**config.mk**
```make
export PLATFORM = sky130hd
export DESIGN_NAME = phase_meter_top
export DESIGN_NICKNAME = d
export VERILOG_FILES = /design/src/common/phase_pkg.sv /design/src/verilog/wave_tracker.sv /design/src/verilog/measure_ctrl.sv /design/src/verilog/cycle_counter.sv /design/src/phase_divider/phase_divider.sv /design/src/verilog/phase_meter_top.sv
export VERILOG_INCLUDE_DIRS = /design/src /design/src/common
export SDC_FILE = /design/constraint.sdc
export NUM_CORES = 1
export LEC_CHECK = 0
export BUFFER_PORTS_ARGS = -buffer_cell sky130_fd_sc_hd__buf_4
export CAP_MARGIN = 30
export CELL_PAD_IN_SITES_DETAIL_PLACEMENT = 1
export CELL_PAD_IN_SITES_GLOBAL_PLACEMENT = 1
export CORE_MARGIN = 4
export CORE_UTILIZATION = 40
export DETAILED_ROUTE_END_ITERATION = 7
export GPL_TIMING_DRIVEN = 0
export PLACE_DENSITY = 0.68
export SYNTH_ARGS = -nofsm -noshare
export SYNTH_HDL_FRONTEND = slang
export SYNTH_SLANG_ARGS = --single-unit
```
**constraint.sdc**
```tcl
create_clock -name clk -period 6.6 [get_ports clk]
set_clock_uncertainty 0.2 [all_clocks]
set_input_delay 1.32 -clock clk [delete_from_list [all_inputs] [get_ports clk]]
set_output_delay 1.32 -clock clk [all_outputs]
set_load 0.05 [all_outputs]
```
**src/common/phase_config.svh**
```systemverilog
`ifndef PHASE_CONFIG_SVH
`define PHASE_CONFIG_SVH

// sample width of both input waves
`define PHASE_SAMPLE_W 8

// cycle counter width, bounds the longest period
`define PHASE_CNT_W 16

// how far a sample may sit from a level and still count as near
`define PHASE_THRESHOLD 4

// degrees in one full turn
`define PHASE_DEG_TURN 360

// phase result width, holds 0..359
`define PHASE_OUT_W 9

`endif

```
**src/common/phase_pkg.sv**
```systemverilog
`default_nettype none

package phase_pkg;

`include "phase_config.svh"

    // one unsigned input sample
    typedef logic [`PHASE_SAMPLE_W-1:0] sample_t;

    // cycle count between events
    typedef logic [`PHASE_CNT_W-1:0] count_t;

    // phase in whole degrees
    typedef logic [`PHASE_OUT_W-1:0] degree_t;

    // tracker events
    // both fields are single-cycle pulses
    typedef struct packed {
        logic trough_hit;
        logic peak_hit;
    } wave_event_t;

    // captured lag and period
    // stays put while the divider works on it
    typedef struct packed {
        count_t lag;
        count_t period;
    } meas_t;

    // controller sequence
    typedef enum logic [1:0] {
        ARM,
        MEASURE,
        DIVIDE
    } ctrl_state_t;

endpackage

`default_nettype wire

```
**src/verilog/wave_tracker.sv**
```systemverilog
`timescale 1ns/1ps
`default_nettype none

`include "phase_config.svh"

module wave_tracker (
    input  wire                   clk,
    input  wire                   rst_n,
    input  wire phase_pkg::sample_t sample,
    input  wire phase_pkg::sample_t amplitude,
    output phase_pkg::wave_event_t  ev
);
    import phase_pkg::*;

    typedef enum logic [1:0] {
        WAIT_TROUGH,
        WAIT_PEAK,
        AT_PEAK
    } trk_state_t;

    trk_state_t  state;
    trk_state_t  state_next;
    wave_event_t ev_next;
    sample_t     trough;
    sample_t     d_trough;
    sample_t     d_peak;
    logic        near_trough;
    logic        near_peak;

    // 256 - amplitude, wraps naturally in sample width
    assign trough = sample_t'(0) - amplitude;

    // absolute differences, ordered so nothing underflows
    assign d_trough = (sample >= trough) ? sample - trough : trough - sample;
    assign d_peak   = (sample >= amplitude) ? sample - amplitude : amplitude - sample;

    assign near_trough = (d_trough <= sample_t'(`PHASE_THRESHOLD));
    assign near_peak   = (d_peak <= sample_t'(`PHASE_THRESHOLD));

    always_comb begin
        state_next = state;
        ev_next    = '0;
        case (state)
            // nothing counts until the trough has been visited once
            WAIT_TROUGH: begin
                if (near_trough) begin
                    state_next         = WAIT_PEAK;
                    ev_next.trough_hit = 1'b1;
                end
            end
            WAIT_PEAK: begin
                if (near_peak) begin
                    state_next       = AT_PEAK;
                    ev_next.peak_hit = 1'b1;
                end
            end
            // lingering at the peak gives no second event
            AT_PEAK: begin
                if (near_trough) begin
                    state_next         = WAIT_PEAK;
                    ev_next.trough_hit = 1'b1;
                end
            end
            default: begin
                state_next = WAIT_TROUGH;
            end
        endcase
    end

    // events leave one cycle after the qualifying sample
    always_ff @(posedge clk) begin
        if (!rst_n) begin
            state <= WAIT_TROUGH;
            ev    <= '0;
        end else begin
            state <= state_next;
            ev    <= ev_next;
        end
    end

endmodule

`default_nettype wire

```
**src/verilog/measure_ctrl.sv**
```systemverilog
`timescale 1ns/1ps
`default_nettype none

module measure_ctrl (
    input  wire                    clk,
    input  wire                    rst_n,
    input  wire phase_pkg::wave_event_t ev_a,
    input  wire phase_pkg::wave_event_t ev_b,
    input  wire                    ovf,
    input  wire                    div_done,
    output logic                   cnt_clear,
    output logic                   cnt_run,
    output logic                   lag_capture,
    output logic                   period_capture,
    output logic                   div_start
);
    import phase_pkg::*;

    ctrl_state_t state;
    ctrl_state_t state_next;
    // a B peak has been captured in the current period
    logic        lag_seen;

    // counter only advances while a period is open
    assign cnt_run = (state == MEASURE);

    // outputs react in the same cycle as the events
    // so the counter sees clear and capture without extra delay
    always_comb begin
        state_next     = state;
        cnt_clear      = 1'b0;
        lag_capture    = 1'b0;
        period_capture = 1'b0;
        div_start      = 1'b0;
        case (state)
            // wait for an A peak to open the first period
            ARM: begin
                if (ev_a.peak_hit) begin
                    cnt_clear  = 1'b1;
                    state_next = MEASURE;
                end
            end
            MEASURE: begin
                if (ovf) begin
                    // period too long, give up on it
                    state_next = ARM;
                end else begin
                    // only the first B peak of a period
                    lag_capture = ev_b.peak_hit && !lag_seen;
                    if (ev_a.peak_hit) begin
                        period_capture = 1'b1;
                        if (lag_seen || ev_b.peak_hit) begin
                            div_start  = 1'b1;
                            state_next = DIVIDE;
                        end else begin
                            // no B peak this period, restart at this A peak
                            cnt_clear = 1'b1;
                        end
                    end
                end
            end
            // events are ignored until the result is out
            DIVIDE: begin
                if (div_done) begin
                    state_next = ARM;
                end
            end
            default: begin
                state_next = ARM;
            end
        endcase
    end

    always_ff @(posedge clk) begin
        if (!rst_n) begin
            state <= ARM;
        end else begin
            state <= state_next;
        end
    end

    // cleared on every new period and outside MEASURE
    always_ff @(posedge clk) begin
        if (!rst_n) begin
            lag_seen <= 1'b0;
        end else if (cnt_clear || state != MEASURE) begin
            lag_seen <= 1'b0;
        end else if (lag_capture) begin
            lag_seen <= 1'b1;
        end
    end

endmodule

`default_nettype wire

```
**src/verilog/cycle_counter.sv**
```systemverilog
`timescale 1ns/1ps
`default_nettype none

module cycle_counter (
    input  wire              clk,
    input  wire              rst_n,
    input  wire              cnt_clear,
    input  wire              cnt_run,
    input  wire              lag_capture,
    input  wire              period_capture,
    output phase_pkg::meas_t meas,
    output logic             ovf
);
    import phase_pkg::*;

    // cycles since the current period began
    count_t count;

    // count saturates, so ovf holds until the next clear
    assign ovf = (count == '1);

    // clear loads 1 so the count lines up with the event delay
    // clear wins over run
    always_ff @(posedge clk) begin
        if (!rst_n) begin
            count <= '0;
        end else if (cnt_clear) begin
            count <= count_t'(1);
        end else if (cnt_run && !ovf) begin
            count <= count + count_t'(1);
        end
    end

    // capture registers
    // untouched while no capture pulse arrives, so the divider can read them
    // across its whole run while the count moves on
    always_ff @(posedge clk) begin
        if (lag_capture) begin
            meas.lag <= count;
        end
        if (period_capture) begin
            meas.period <= count;
        end
    end

endmodule

`default_nettype wire

```
**src/phase_divider/phase_divider.sv**
```systemverilog
`timescale 1ns/1ps
`default_nettype none

`include "phase_config.svh"

module phase_divider (
    input  wire                   clk,
    input  wire                   rst_n,
    input  wire                   div_start,
    input  wire phase_pkg::meas_t meas,
    output phase_pkg::degree_t    phase,
    output logic                  div_done
);
    import phase_pkg::*;

    // room for lag * 360 and for the period shifted by the top quotient bit
    localparam int REM_W = `PHASE_CNT_W + `PHASE_OUT_W;
    localparam logic [REM_W-1:0] DEG_TURN = REM_W'(`PHASE_DEG_TURN);
    localparam logic [3:0] TOP_BIT = 4'(`PHASE_OUT_W - 1);

    logic [REM_W-1:0] rem;
    logic [REM_W-1:0] dividend;
    logic [REM_W-1:0] cur_rem;
    logic [REM_W-1:0] trial;
    logic [3:0]       bit_idx;
    logic             busy;
    logic             first;
    logic             fits;
    degree_t          quo;
    degree_t          quo_next;

    // lag * 360, the dividend
    assign dividend = REM_W'(meas.lag) * DEG_TURN;

    // the period only settles at the edge that raises div_start,
    // so the operands are picked up by the first step and not at start
    assign cur_rem = first ? dividend : rem;
    assign trial   = REM_W'(meas.period) << bit_idx;
    assign fits    = (cur_rem >= trial);

    always_comb begin
        quo_next          = quo;
        quo_next[bit_idx] = fits;
    end

    // one quotient bit per cycle, msb first
    // done rises exactly 10 cycles after start
    always_ff @(posedge clk) begin
        if (!rst_n) begin
            busy     <= 1'b0;
            first    <= 1'b0;
            bit_idx  <= '0;
            phase    <= '0;
            div_done <= 1'b0;
        end else begin
            div_done <= 1'b0;
            if (div_start) begin
                busy    <= 1'b1;
                first   <= 1'b1;
                bit_idx <= TOP_BIT;
            end else if (busy) begin
                first   <= 1'b0;
                bit_idx <= bit_idx - 4'd1;
                if (bit_idx == 4'd0) begin
                    busy     <= 1'b0;
                    div_done <= 1'b1;
                    // lag equal to the period is a full turn, reads as 0
                    if (quo_next == degree_t'(`PHASE_DEG_TURN)) begin
                        phase <= '0;
                    end else begin
                        phase <= quo_next;
                    end
                end
            end
        end
    end

    // restoring step, remainder and partial quotient
    always_ff @(posedge clk) begin
        if (div_start) begin
            quo <= '0;
        end else if (busy) begin
            quo <= quo_next;
            rem <= fits ? cur_rem - trial : cur_rem;
        end
    end

endmodule

`default_nettype wire

```
**src/verilog/phase_meter_top.sv**
```systemverilog
`timescale 1ns/1ps
`default_nettype none

module phase_meter_top (
    input  wire                     clk,
    input  wire                     rst_n,
    input  wire phase_pkg::sample_t wave_a,
    input  wire phase_pkg::sample_t wave_b,
    input  wire phase_pkg::sample_t amplitude,
    output phase_pkg::degree_t      phase,
    output logic                    phase_valid
);
    import phase_pkg::*;

    wave_event_t ev_a;
    wave_event_t ev_b;
    meas_t       meas;
    logic        cnt_clear;
    logic        cnt_run;
    logic        lag_capture;
    logic        period_capture;
    logic        div_start;
    logic        ovf;

    // reference channel, its peaks frame the period
    wave_tracker trk_a (
        .clk       (clk),
        .rst_n     (rst_n),
        .sample    (wave_a),
        .amplitude (amplitude),
        .ev        (ev_a)
    );

    // measured channel, its first peak marks the lag
    wave_tracker trk_b (
        .clk       (clk),
        .rst_n     (rst_n),
        .sample    (wave_b),
        .amplitude (amplitude),
        .ev        (ev_b)
    );

    // phase_valid is the divider's done pulse, also fed back to the FSM
    measure_ctrl u_ctrl (
        .clk            (clk),
        .rst_n          (rst_n),
        .ev_a           (ev_a),
        .ev_b           (ev_b),
        .ovf            (ovf),
        .div_done       (phase_valid),
        .cnt_clear      (cnt_clear),
        .cnt_run        (cnt_run),
        .lag_capture    (lag_capture),
        .period_capture (period_capture),
        .div_start      (div_start)
    );

    cycle_counter u_counter (
        .clk            (clk),
        .rst_n          (rst_n),
        .cnt_clear      (cnt_clear),
        .cnt_run        (cnt_run),
        .lag_capture    (lag_capture),
        .period_capture (period_capture),
        .meas           (meas),
        .ovf            (ovf)
    );

    phase_divider u_divider (
        .clk       (clk),
        .rst_n     (rst_n),
        .div_start (div_start),
        .meas      (meas),
        .phase     (phase),
        .div_done  (phase_valid)
    );

endmodule

`default_nettype wire

```
## Yosys cells after proc, flatten, opt, wreduce, memory -nomap -nowiden

Index checks and enable logic that the tools add are counted.

- Flip-flop bits (word level): 107
- Bits in latches: 0
- Bits in writable memories: 0
- Memory bits (read-only): 0
- Output and inout port bits: 10
- Logic and storage cells: 136
- Memories: 0

- $add $sub $neg: 12
- Multipliers: 1
- Div/mod/pow operators: 0
- Order comparisons: 11
- Equality and inequality tests: 17
- Shift operators: 1
- Muxes and demuxes: 47
- Bitwise logic cells: 3
- Reduce and logical (&&, ||, !) cells: 26

Operators with widths:

| operator | number |
|---|---|
| $sub 8x8->8 | 8 |
| $mux 25 | 2 |
| $ge 8x8->1 | 4 |
| $le 8x3->1 const B | 4 |
| $mux 8 | 4 |
| $ge 25x25->1 | 1 |
| $shl 16x4->25 | 1 |
| $sub 25x25->25 | 1 |
| $mux 1 | 23 |
| $mul 16x6->22 const B | 1 |
| $mux 2 | 9 |
| $add 16x1->16 const B | 1 |
| $eq 16x16->1 const B | 1 |
| $ne 2x1->1 const B | 6 |
| $reduce_and 2->1 | 5 |
| $reduce_or 2->1 | 5 |
| $bwmux 9 | 1 |
| $eq 9x9->1 const B | 1 |
| $mux 9 | 1 |
| $mux 4 | 2 |
| $pmux 2 s2 | 2 |
| $sub 1x8->8 const A | 1 |
| $eq 2x1->1 const B | 3 |
| $eq 2x2->1 const B | 3 |
| other kinds (18) | 28 |

## Depth between registers and ports, before layout

Gate-level depths: netlist of run 1.

- Word-level depth: 7
- Gate-level depth with buffers: 25
- Mapped depth without buffers: 24

## Modules after synthesis

From an unflattened synthesis of run 1, not the netlist that was laid out.

- Cell total of the unflattened synthesis: 1,288
- Area, all modules: 11,247.0 um^2

By module, submodules not included:

| module | instances | cells an instance | area each (um^2) | seq. area each (um^2) |
|---|---|---|---|---|
| phase_divider | 1 | 736 | 6,222.2 | 1,251.2 |
| cycle_counter | 1 | 129 | 1,818.0 | 1,281.2 |
| wave_tracker at trk_b | 1 | 205 | 1,541.5 | 80.1 |
| wave_tracker at trk_a | 1 | 198 | 1,476.4 | 80.1 |
| measure_ctrl | 1 | 20 | 188.9 | 60.1 |

## Worst setup path after synthesis of run 1

Ideal clock, no wire load.

- Path type: flip-flop to flip-flop
- Start: register u_counter.meas[22] (netlist name)
- End: register u_divider.rem[14] (data pin)
- Setup time: 0.269 ns
- Arrival time: 5.498 ns
- Data required time: 6.131 ns
- Setup slack: 0.634 ns
- Cell stages (with the launch flop): 24
- Period minus slack after synthesis: 5.966 ns
- Cell sequence: edfxtp_1 ha_1 inv_1 fa_1 inv_1 fa_1 ha_1 or4_1 o21ai_1 nor2_1 a31o_1 a31o_1 a21oi_2 xnor2_1 mux2_2 ha_1 a21o_1 a21o_1 a21oi_1 o21ai_0 nor2_1 clkbuf_1 clkbuf_1 o21ai_0

- Cells in the longest elaborated chain, start to end: 4
- Elaborated cells between the ends (all ways): 5

Ends and longest elaborated chain:

| element | RTL line | RTL |
|---|---|---|
| $mul 16x6->22 * | phase_divider.sv:33 | `assign dividend = REM_W'(meas.lag) * DEG_TURN;` |
| $mux 25 * | phase_divider.sv:37 | `assign cur_rem = first ? dividend : rem;` |
| $sub 25x25->25 or $ge 25x25->1 (tied branches) | phase_divider.sv:84, phase_divider.sv:39 |  |
| $mux 25 * | phase_divider.sv:84 | `rem <= fits ? cur_rem - trial : cur_rem;` |
| to (signal assigned) | phase_divider.sv:84 |  |
| to (decl) | phase_divider.sv:21 | `logic [REM_W-1:0] rem;` |

Mark *: on every way between the ends. The rest lies on a longest branch, timed or not.
A chain may end at the register's enable or synchronous reset.

## Worst setup path after layout of run 1

- Start: register u_counter.meas[17] (netlist name)
- End: register u_divider.rem[1] (data pin)

- Cells in the longest elaborated chain, start to end: 4

Ends and longest elaborated chain:

| element | RTL line | RTL |
|---|---|---|
| $mul 16x6->22 | phase_divider.sv:33 |  |
| $mux 25 | phase_divider.sv:37 |  |
| $ge 25x25->1 | phase_divider.sv:39 | `assign fits = (cur_rem >= trial);` |
| $mux 25 | phase_divider.sv:84 |  |

Every way passes these cells.

==> results.sh, run 1 <==
export IMPL_synth_xor_area_share_pct=5.59
export IMPL_utilization_pct=45.7
export IMPL_cp_max_fo=10
export IMPL_crit_type="reg -> reg"
export IMPL_tightest_slew_ps=840
export IMPL_routed_wl_mm=31.7
export IMPL_htree_num_levels=3
export IMPL_drtAntennaViolNets=0
export IMPL_clock_latency_ps=350
export IMPL_portBuffers=34
export IMPL_run_status="complete, no violations"
export IMPL_track_usage_pct=21.6
export IMPL_hold_depth=2
export IMPL_via_per_inst=5.62
export IMPL_r2r_end="u_divider.rem[1]$_DFFE_PP_"
export IMPL_cts_tree="done"
export IMPL_yosys_area_share_simple_pct=15.3
export IMPL_syn_nets=1433
export IMPL_coreArea_um2=26300
export IMPL_ys_ff_latch=107
export IMPL_die_w_um=172
export IMPL_grt_pass1_vias=9511
export IMPL_grt_pass1_wl_mm=50.7
export IMPL_antenna_found_initial=0
export IMPL_netlist_area_um2=10800
export IMPL_drtPass1Iterations=4
export IMPL_num_rows=59
export IMPL_hold_class="reg -> reg"
export IMPL_avgSynthCellArea_um2=8.66
export IMPL_grt_start_max_net_pins=21
export IMPL_nNetsFinal=1487
export IMPL_setup_tns_ps=0
export IMPL_hold_slack_ps=259
export IMPL_ys_seq_area_share_pct=25.1
export IMPL_layout_drive_gt1_share_pct=11.2
export IMPL_final_area_um2=12000
export IMPL_syn_inst=1248
export IMPL_crit_end="u_divider.rem[1]$_DFFE_PP_"
export IMPL_yosys_warnings=0
export IMPL_hold_violations=0
export IMPL_syn2layout_area_growth_pct=11.1
export IMPL_overflow=0
export IMPL_ir_drop_mv=0.126
export IMPL_fp_dieH_um=172
export IMPL_regArea_um2=2710
export IMPL_synth_top_family_by_area="adder cells"
export IMPL_worst_slack_ps=320
export IMPL_startpoint_type="flop"
export IMPL_gp_congestion=0.880
export IMPL_max_freq_ghz=0.159
export IMPL_holdBufCountCts=0
export IMPL_numCtsBuffers=9
export IMPL_hpwl_mm=26.1
export IMPL_yosys_mux_area_fraction_pct=7.79
export IMPL_pin_count=36
export IMPL_multi_input_area_um2=7530
export IMPL_initial_core_util_pct=41.1
export IMPL_reg2reg_depth=23
export IMPL_diodes=0
export IMPL_drc=0
export IMPL_crit_arrival_ps=6170
export IMPL_fin_crit_ps=6280
export IMPL_vias=9223
export IMPL_post_place_ws_ps=-797
export IMPL_synth_edf_count=57
export IMPL_placed_area_um2=11500
export IMPL_clkSinkCount=107
export IMPL_critPathLaunch="u_counter.meas[17]$_DFFE_PP_"
export IMPL_drt_wirelength_per_cell_um=19.3
export IMPL_synth_compound_area_share_pct=19.5
export IMPL_cts_root_buffer="clkbuf_16"
export IMPL_period_share_pct=95.2
export IMPL_slew_headroom_pct=43.9
export IMPL_end_kind="flop"
export IMPL_dieArea_um2=29700
export IMPL_clock_path_buffers=2
export IMPL_drt_iter0_drc=482
export IMPL_ff2ff_setup_slack_ps=320
export IMPL_slew_violations=0
export IMPL_power_density_nw_per_um2=132
export IMPL_synth_ff_type="edfxtp_1"
export IMPL_cap_violations=0
export IMPL_synth_fa_ha_area_share_pct=20.6
export IMPL_fillers=3093
export IMPL_synth_async_reset_ratio_pct=0
export IMPL_synth_cell_types=80
export IMPL_path_clk_slew_ps=80
export IMPL_leakagePower_nw=5.05
export IMPL_setup_viol=0
export IMPL_r2r_start="u_counter.meas[17]$_DFFE_PP_"
export IMPL_cp_required_ps=6490
placed cells by master, fill, tap and decap left out, types with 38 or more instances in the layout:
cell type  netlist  layout
dfxtp_1         50      50
a21oi_1        100      97
buf_4            1      46
nand2_1        111     111
inv_1          127     127
o21ai_0         83      81
ha_1           128     125
nor2_1          88      86
edfxtp_1        57      57
xnor2_1         38      38
Yosys cell counts (31+ instances only):
cell type | count | share of area (%)
ha_1 | 128 | 15
inv_1 | 127 | 4.4
nand2_1 | 111 | 3.9
a21oi_1 | 100 | 4.6
nor2_1 | 88 | 3.1
o21ai_0 | 83 | 3.8
edfxtp_1 | 57 | 16
dfxtp_1 | 50 | 9.3
xnor2_1 | 38 | 3.1
a21o_1 | 31 | 2.2
fa_1 | 31 | 5.7
mux2_2 | 31 | 3.2
xor2_1 | 31 | 2.5
final cells by class:
cell class / count / area share (%)
Multi-Input combinational cell: 971 / 62.8
Timing Repair Buffer: 43 / 2.75
Inverter: 128 / 4.00
Clock buffer: 10 / 1.99
Clock inverter: 6 / 0.761
Sequential cell: 107 / 22.6
Buffer: 42 / 1.65
Tap cell: 335 / 3.49
worst max-delay path, cell delays in order, from the launching register on:
cell and delay [ps]:
edfxtp_1 490, ha_1 360, inv_1 70, fa_1 520
fa_1 530, inv_1 40, ha_1 340, a21o_1 210
a21oi_2 210, nor3_1 80, nand3b_1 260, o31ai_4 280
a21boi_0 150, or3_1 310, a31o_2 270, ha_1 260
a21o_1 190, a21o_1 180, a21oi_2 190, o21ai_4 120
nor2_4 160, buf_4 210, clkbuf_4 260, o21ai_0 130
per-layer routing:
| metal | global-route usage [%] | wire, µm |
|---|---|---|
| met1 | 27.5 | 14200 |
| met3 | 1.71 | 692 |
| met2 | 40.1 | 16300 |
| met5 | 0 | 0 |
| met4 | 4.61 | 461 |
worst min path at each step:
| stage | from | endpoint |
|---|---|---|
| after global routing | u_divider.phase[3]$_SDFFE_PN0P_ | u_divider.phase[3]$_SDFFE_PN0P_ |
| final | u_divider.phase[6]$_SDFFE_PN0P_ | u_divider.phase[6]$_SDFFE_PN0P_ |
| after global placement | u_divider.phase[6]$_SDFFE_PN0P_ | u_divider.phase[6]$_SDFFE_PN0P_ |
| after floorplan | trk_a.state[1]$_SDFFE_PN0P_ | trk_a.ev[0]$_SDFF_PN0_ |
| after detailed placement | u_divider.phase[6]$_SDFFE_PN0P_ | u_divider.phase[6]$_SDFFE_PN0P_ |
| after CTS | u_divider.phase[6]$_SDFFE_PN0P_ | u_divider.phase[6]$_SDFFE_PN0P_ |
registers in the layout, indices dropped and copies added, names as in the netlist, 2 cells and up:
signal	count
trk_b.state	2
u_counter.count	16
u_divider.quo	9
trk_a.state	2
u_divider.rem	25
u_ctrl.state	2
u_counter.meas	32
u_divider.bit_idx	4
u_divider.phase	9
through the flow:
stage / std cells / total power, mW
4_1_cts: 1636 / 1.60
2_1_floorplan: 1248 / 0.929
3_5_place_dp: 1619 / 1.01
5_1_grt: 1642 / 1.67
3_3_place_gp: 1617 / 1.00
6_report: 1642 / 1.59
power by group:
part / switching (mW) / internal (mW)
combinational: 0.170 / 0.122
clock: 0.277 / 0.317
sequential: 0.00290 / 0.696
total: 0.449 / 1.14
logic make-up after synthesis:
group           after synthesis
simple gates                343
xor+xnor                     69
fa+ha+maj                   159
compound gates              331
mux                          69
flops                       107
buf+inv                     170
what timing repair did:
item | in CTS | in global routing
gates resized for setup | 15 | 19
setup buffers | 1 | 6
pin swaps | 1 | 7
endpoints found under the setup margin | 42 | 42
Note: power is estimated with default switching activity, not from simulation.
==> run 2: changes to the inputs <==
--- a/config.mk
+++ b/config.mk
@@ -17,4 +17,5 @@
 export PLACE_DENSITY = 0.68
 export SYNTH_ARGS = -nofsm -noshare
 export SYNTH_HDL_FRONTEND = slang
+export SYNTH_HIERARCHICAL = 1
 export SYNTH_SLANG_ARGS = --single-unit
==> results.sh, run 2 <==
export IMPL_fp_dieH_um=175
export IMPL_critPathLaunch="u_counter/meas[22]$_DFFE_PP_"
export IMPL_syn2layout_area_growth_pct=14.7
export IMPL_regMostFlops="u_counter/meas"
export IMPL_holdBufCountCts=0
export IMPL_clkSinkCount=107
export IMPL_avgSynthCellArea_um2=8.72
export IMPL_min_delay_start="u_divider/phase[8]$_SDFFE_PN0P_"
export IMPL_cpPeakStageDelay_ps=550
export IMPL_overflow=0
export IMPL_yosys_warnings=6
export IMPL_fillers=3225
export IMPL_syn_inst=1284
export IMPL_r2r_start="u_counter/meas[22]$_DFFE_PP_"
export IMPL_coreArea_um2=27300
export IMPL_pin_count=36
export IMPL_die_w_um=175
export IMPL_numCtsBuffers=9
export IMPL_ir_drop_mv=0.115
export IMPL_crit_top_cell="ha_4"
export IMPL_gp_congestion=0.845
export IMPL_drtPass1Iterations=5
export IMPL_end_kind="flop"
export IMPL_antenna_found_initial=0
export IMPL_setup_viol=0
export IMPL_slowest_stage="or4_4"
export IMPL_diodes=0
export IMPL_startpoint_type="flop"
export IMPL_htree_num_levels=3
export IMPL_largestRegisters="u_counter/meas: 32 flops, u_divider/rem: 25 flops, u_counter/count: 16 flops"
export IMPL_drtAntennaViolNets=0
export IMPL_clock_path_buffers=2
export IMPL_final_area_um2=12800
export IMPL_cap_violations=0
export IMPL_grt_pass1_wl_mm=51.3
export IMPL_vias=9516
export IMPL_max_freq_ghz=0.157
export IMPL_crit_type="reg -> reg"
export IMPL_slew_headroom_pct=38.4
export IMPL_grt_pass1_vias=10005
export IMPL_power_density_nw_per_um2=121
export IMPL_nNetsFinal=1531
export IMPL_clock_latency_ps=360
export IMPL_cp_required_ps=6640
export IMPL_tightest_slew_ps=922
export IMPL_cp_max_fo=5
export IMPL_layout_commonest_cell="inv_1"
export IMPL_num_rows=60
export IMPL_dieArea_um2=30700
export IMPL_hold_violations=0
export IMPL_hpwl_mm=25.3
export IMPL_slew_violations=0
export IMPL_drt_iter0_drc=464
export IMPL_drc=0
export IMPL_fin_crit_ps=6380
export IMPL_placed_area_um2=11900
export IMPL_portBuffers=35
export IMPL_syn_nets=1470
export IMPL_track_usage_pct=20.4
export IMPL_crit_arrival_ps=6430
export IMPL_via_per_inst=5.53
export IMPL_run_status="complete, no violations"
export IMPL_drt_wirelength_per_cell_um=18.6
export IMPL_post_place_ws_ps=-1020
export IMPL_path_clk_slew_ps=80
export IMPL_setup_tns_ps=0
export IMPL_leakagePower_nw=5.30
export IMPL_worst_slack_ps=215
export IMPL_largest_reg_flops=32
export IMPL_path_buf_inv=3
export IMPL_cts_tree="done"
export IMPL_final_cell_mix="130 x inv_1, 106 x ha_1, 102 x nand2_1, 93 x a21oi_1, 79 x o21ai_0"
export IMPL_critPathTopFamily="adder cells"
export IMPL_period_share_pct=96.7
export IMPL_grt_start_max_net_pins=28
export IMPL_cts_root_buffer="clkbuf_16"
export IMPL_routed_wl_mm=32.0
export IMPL_initial_core_util_pct=41.1
export IMPL_hold_class="reg -> reg"
export IMPL_netlist_area_um2=11200
export IMPL_layout_drive_gt1_share_pct=15.3
-- run 2: report_power, final --
group	internal [mW]	total, mW	leakage (nW)	switching, mW
clock	0.283	0.545	0.151	0.262
sequential	0.696	0.699	0.926	0.00261
combinational	0.134	0.316	4.23	0.181
-- run 2: repair_timing --
item	in CTS	in global routing
endpoints found under the setup margin	41	36
buffers inserted	8	6
pin swaps	5	33
resized for setup	28	56
-- run 2: worst paths after layout --
| check | end | slack (ps) | cells after the start |
|---|---|---|---|
| worst min register to register | u_divider/phase[8]$_SDFFE_PN0P_ | 260 | 2 |
| worst max register to register | u_divider/phase[3]$_SDFFE_PN0P_ | 220 | 25 |
| worst max-delay path | u_divider/phase[3]$_SDFFE_PN0P_ | 220 | 25 |
| worst min-delay path | u_divider/phase[8]$_SDFFE_PN0P_ | 260 | 2 |
-- run 2: through the flow --
stage / std cells / hold WS, ps / utilization (%) / power, mW
after floorplan: 1284 / 258 / - / 0.948
after global placement: 1691 / 244 / 43.8 / 1.02
after detailed placement: 1692 / 254 / 43.8 / 1.03
after CTS: 1716 / 266 / 45.5 / 1.58
after global routing: 1722 / 298 / 47.1 / 1.64
final: 1722 / 261 / 47.1 / 1.56
-- run 2: worst register-to-register path, stage by stage (launching register included) --
cell	delay, ps
edfxtp_1	480
ha_4	310
inv_1	50
fa_1	520
fa_1	520
inv_1	60
ha_4	230
o21ai_2	200
o21ai_4	110
a211oi_4	310
nor2_1	120
a21o_1	190
a21oi_1	160
xnor2_1	90
mux2_2	310
ha_4	310
nand4_1	140
o21bai_1	190
o221a_4	230
a2111oi_4	50
a21o_1	240
buf_4	150
and3_4	180
or4_4	550
nor3_4	260
o41ai_2	100
-- run 2: cell type report --
cell class              instances  area [µm²]  share of cell area [%]
clock inverters                 6        46.3                   0.361
inverters                     137         514                    4.01
flip-flops and latches        107        2710                    21.1
clock buffers                  10         250                    1.95
repair buffers                 50         379                    2.95
multi-input cells             994        8220                    64.0
plain buffers                  46         249                    1.94
well taps                     372         465                    3.63
-- run 2: metal layers --
metal	share of wire, %	vias to the layer above	GRT usage [%]	routed length (µm)
met2	52	108	37.7	16500
met1	45	4649	25.6	14300
li1	-	4730	-	-
met5	0	-	0	0
met4	1.5	0	5.04	480
met3	2.3	29	1.74	735
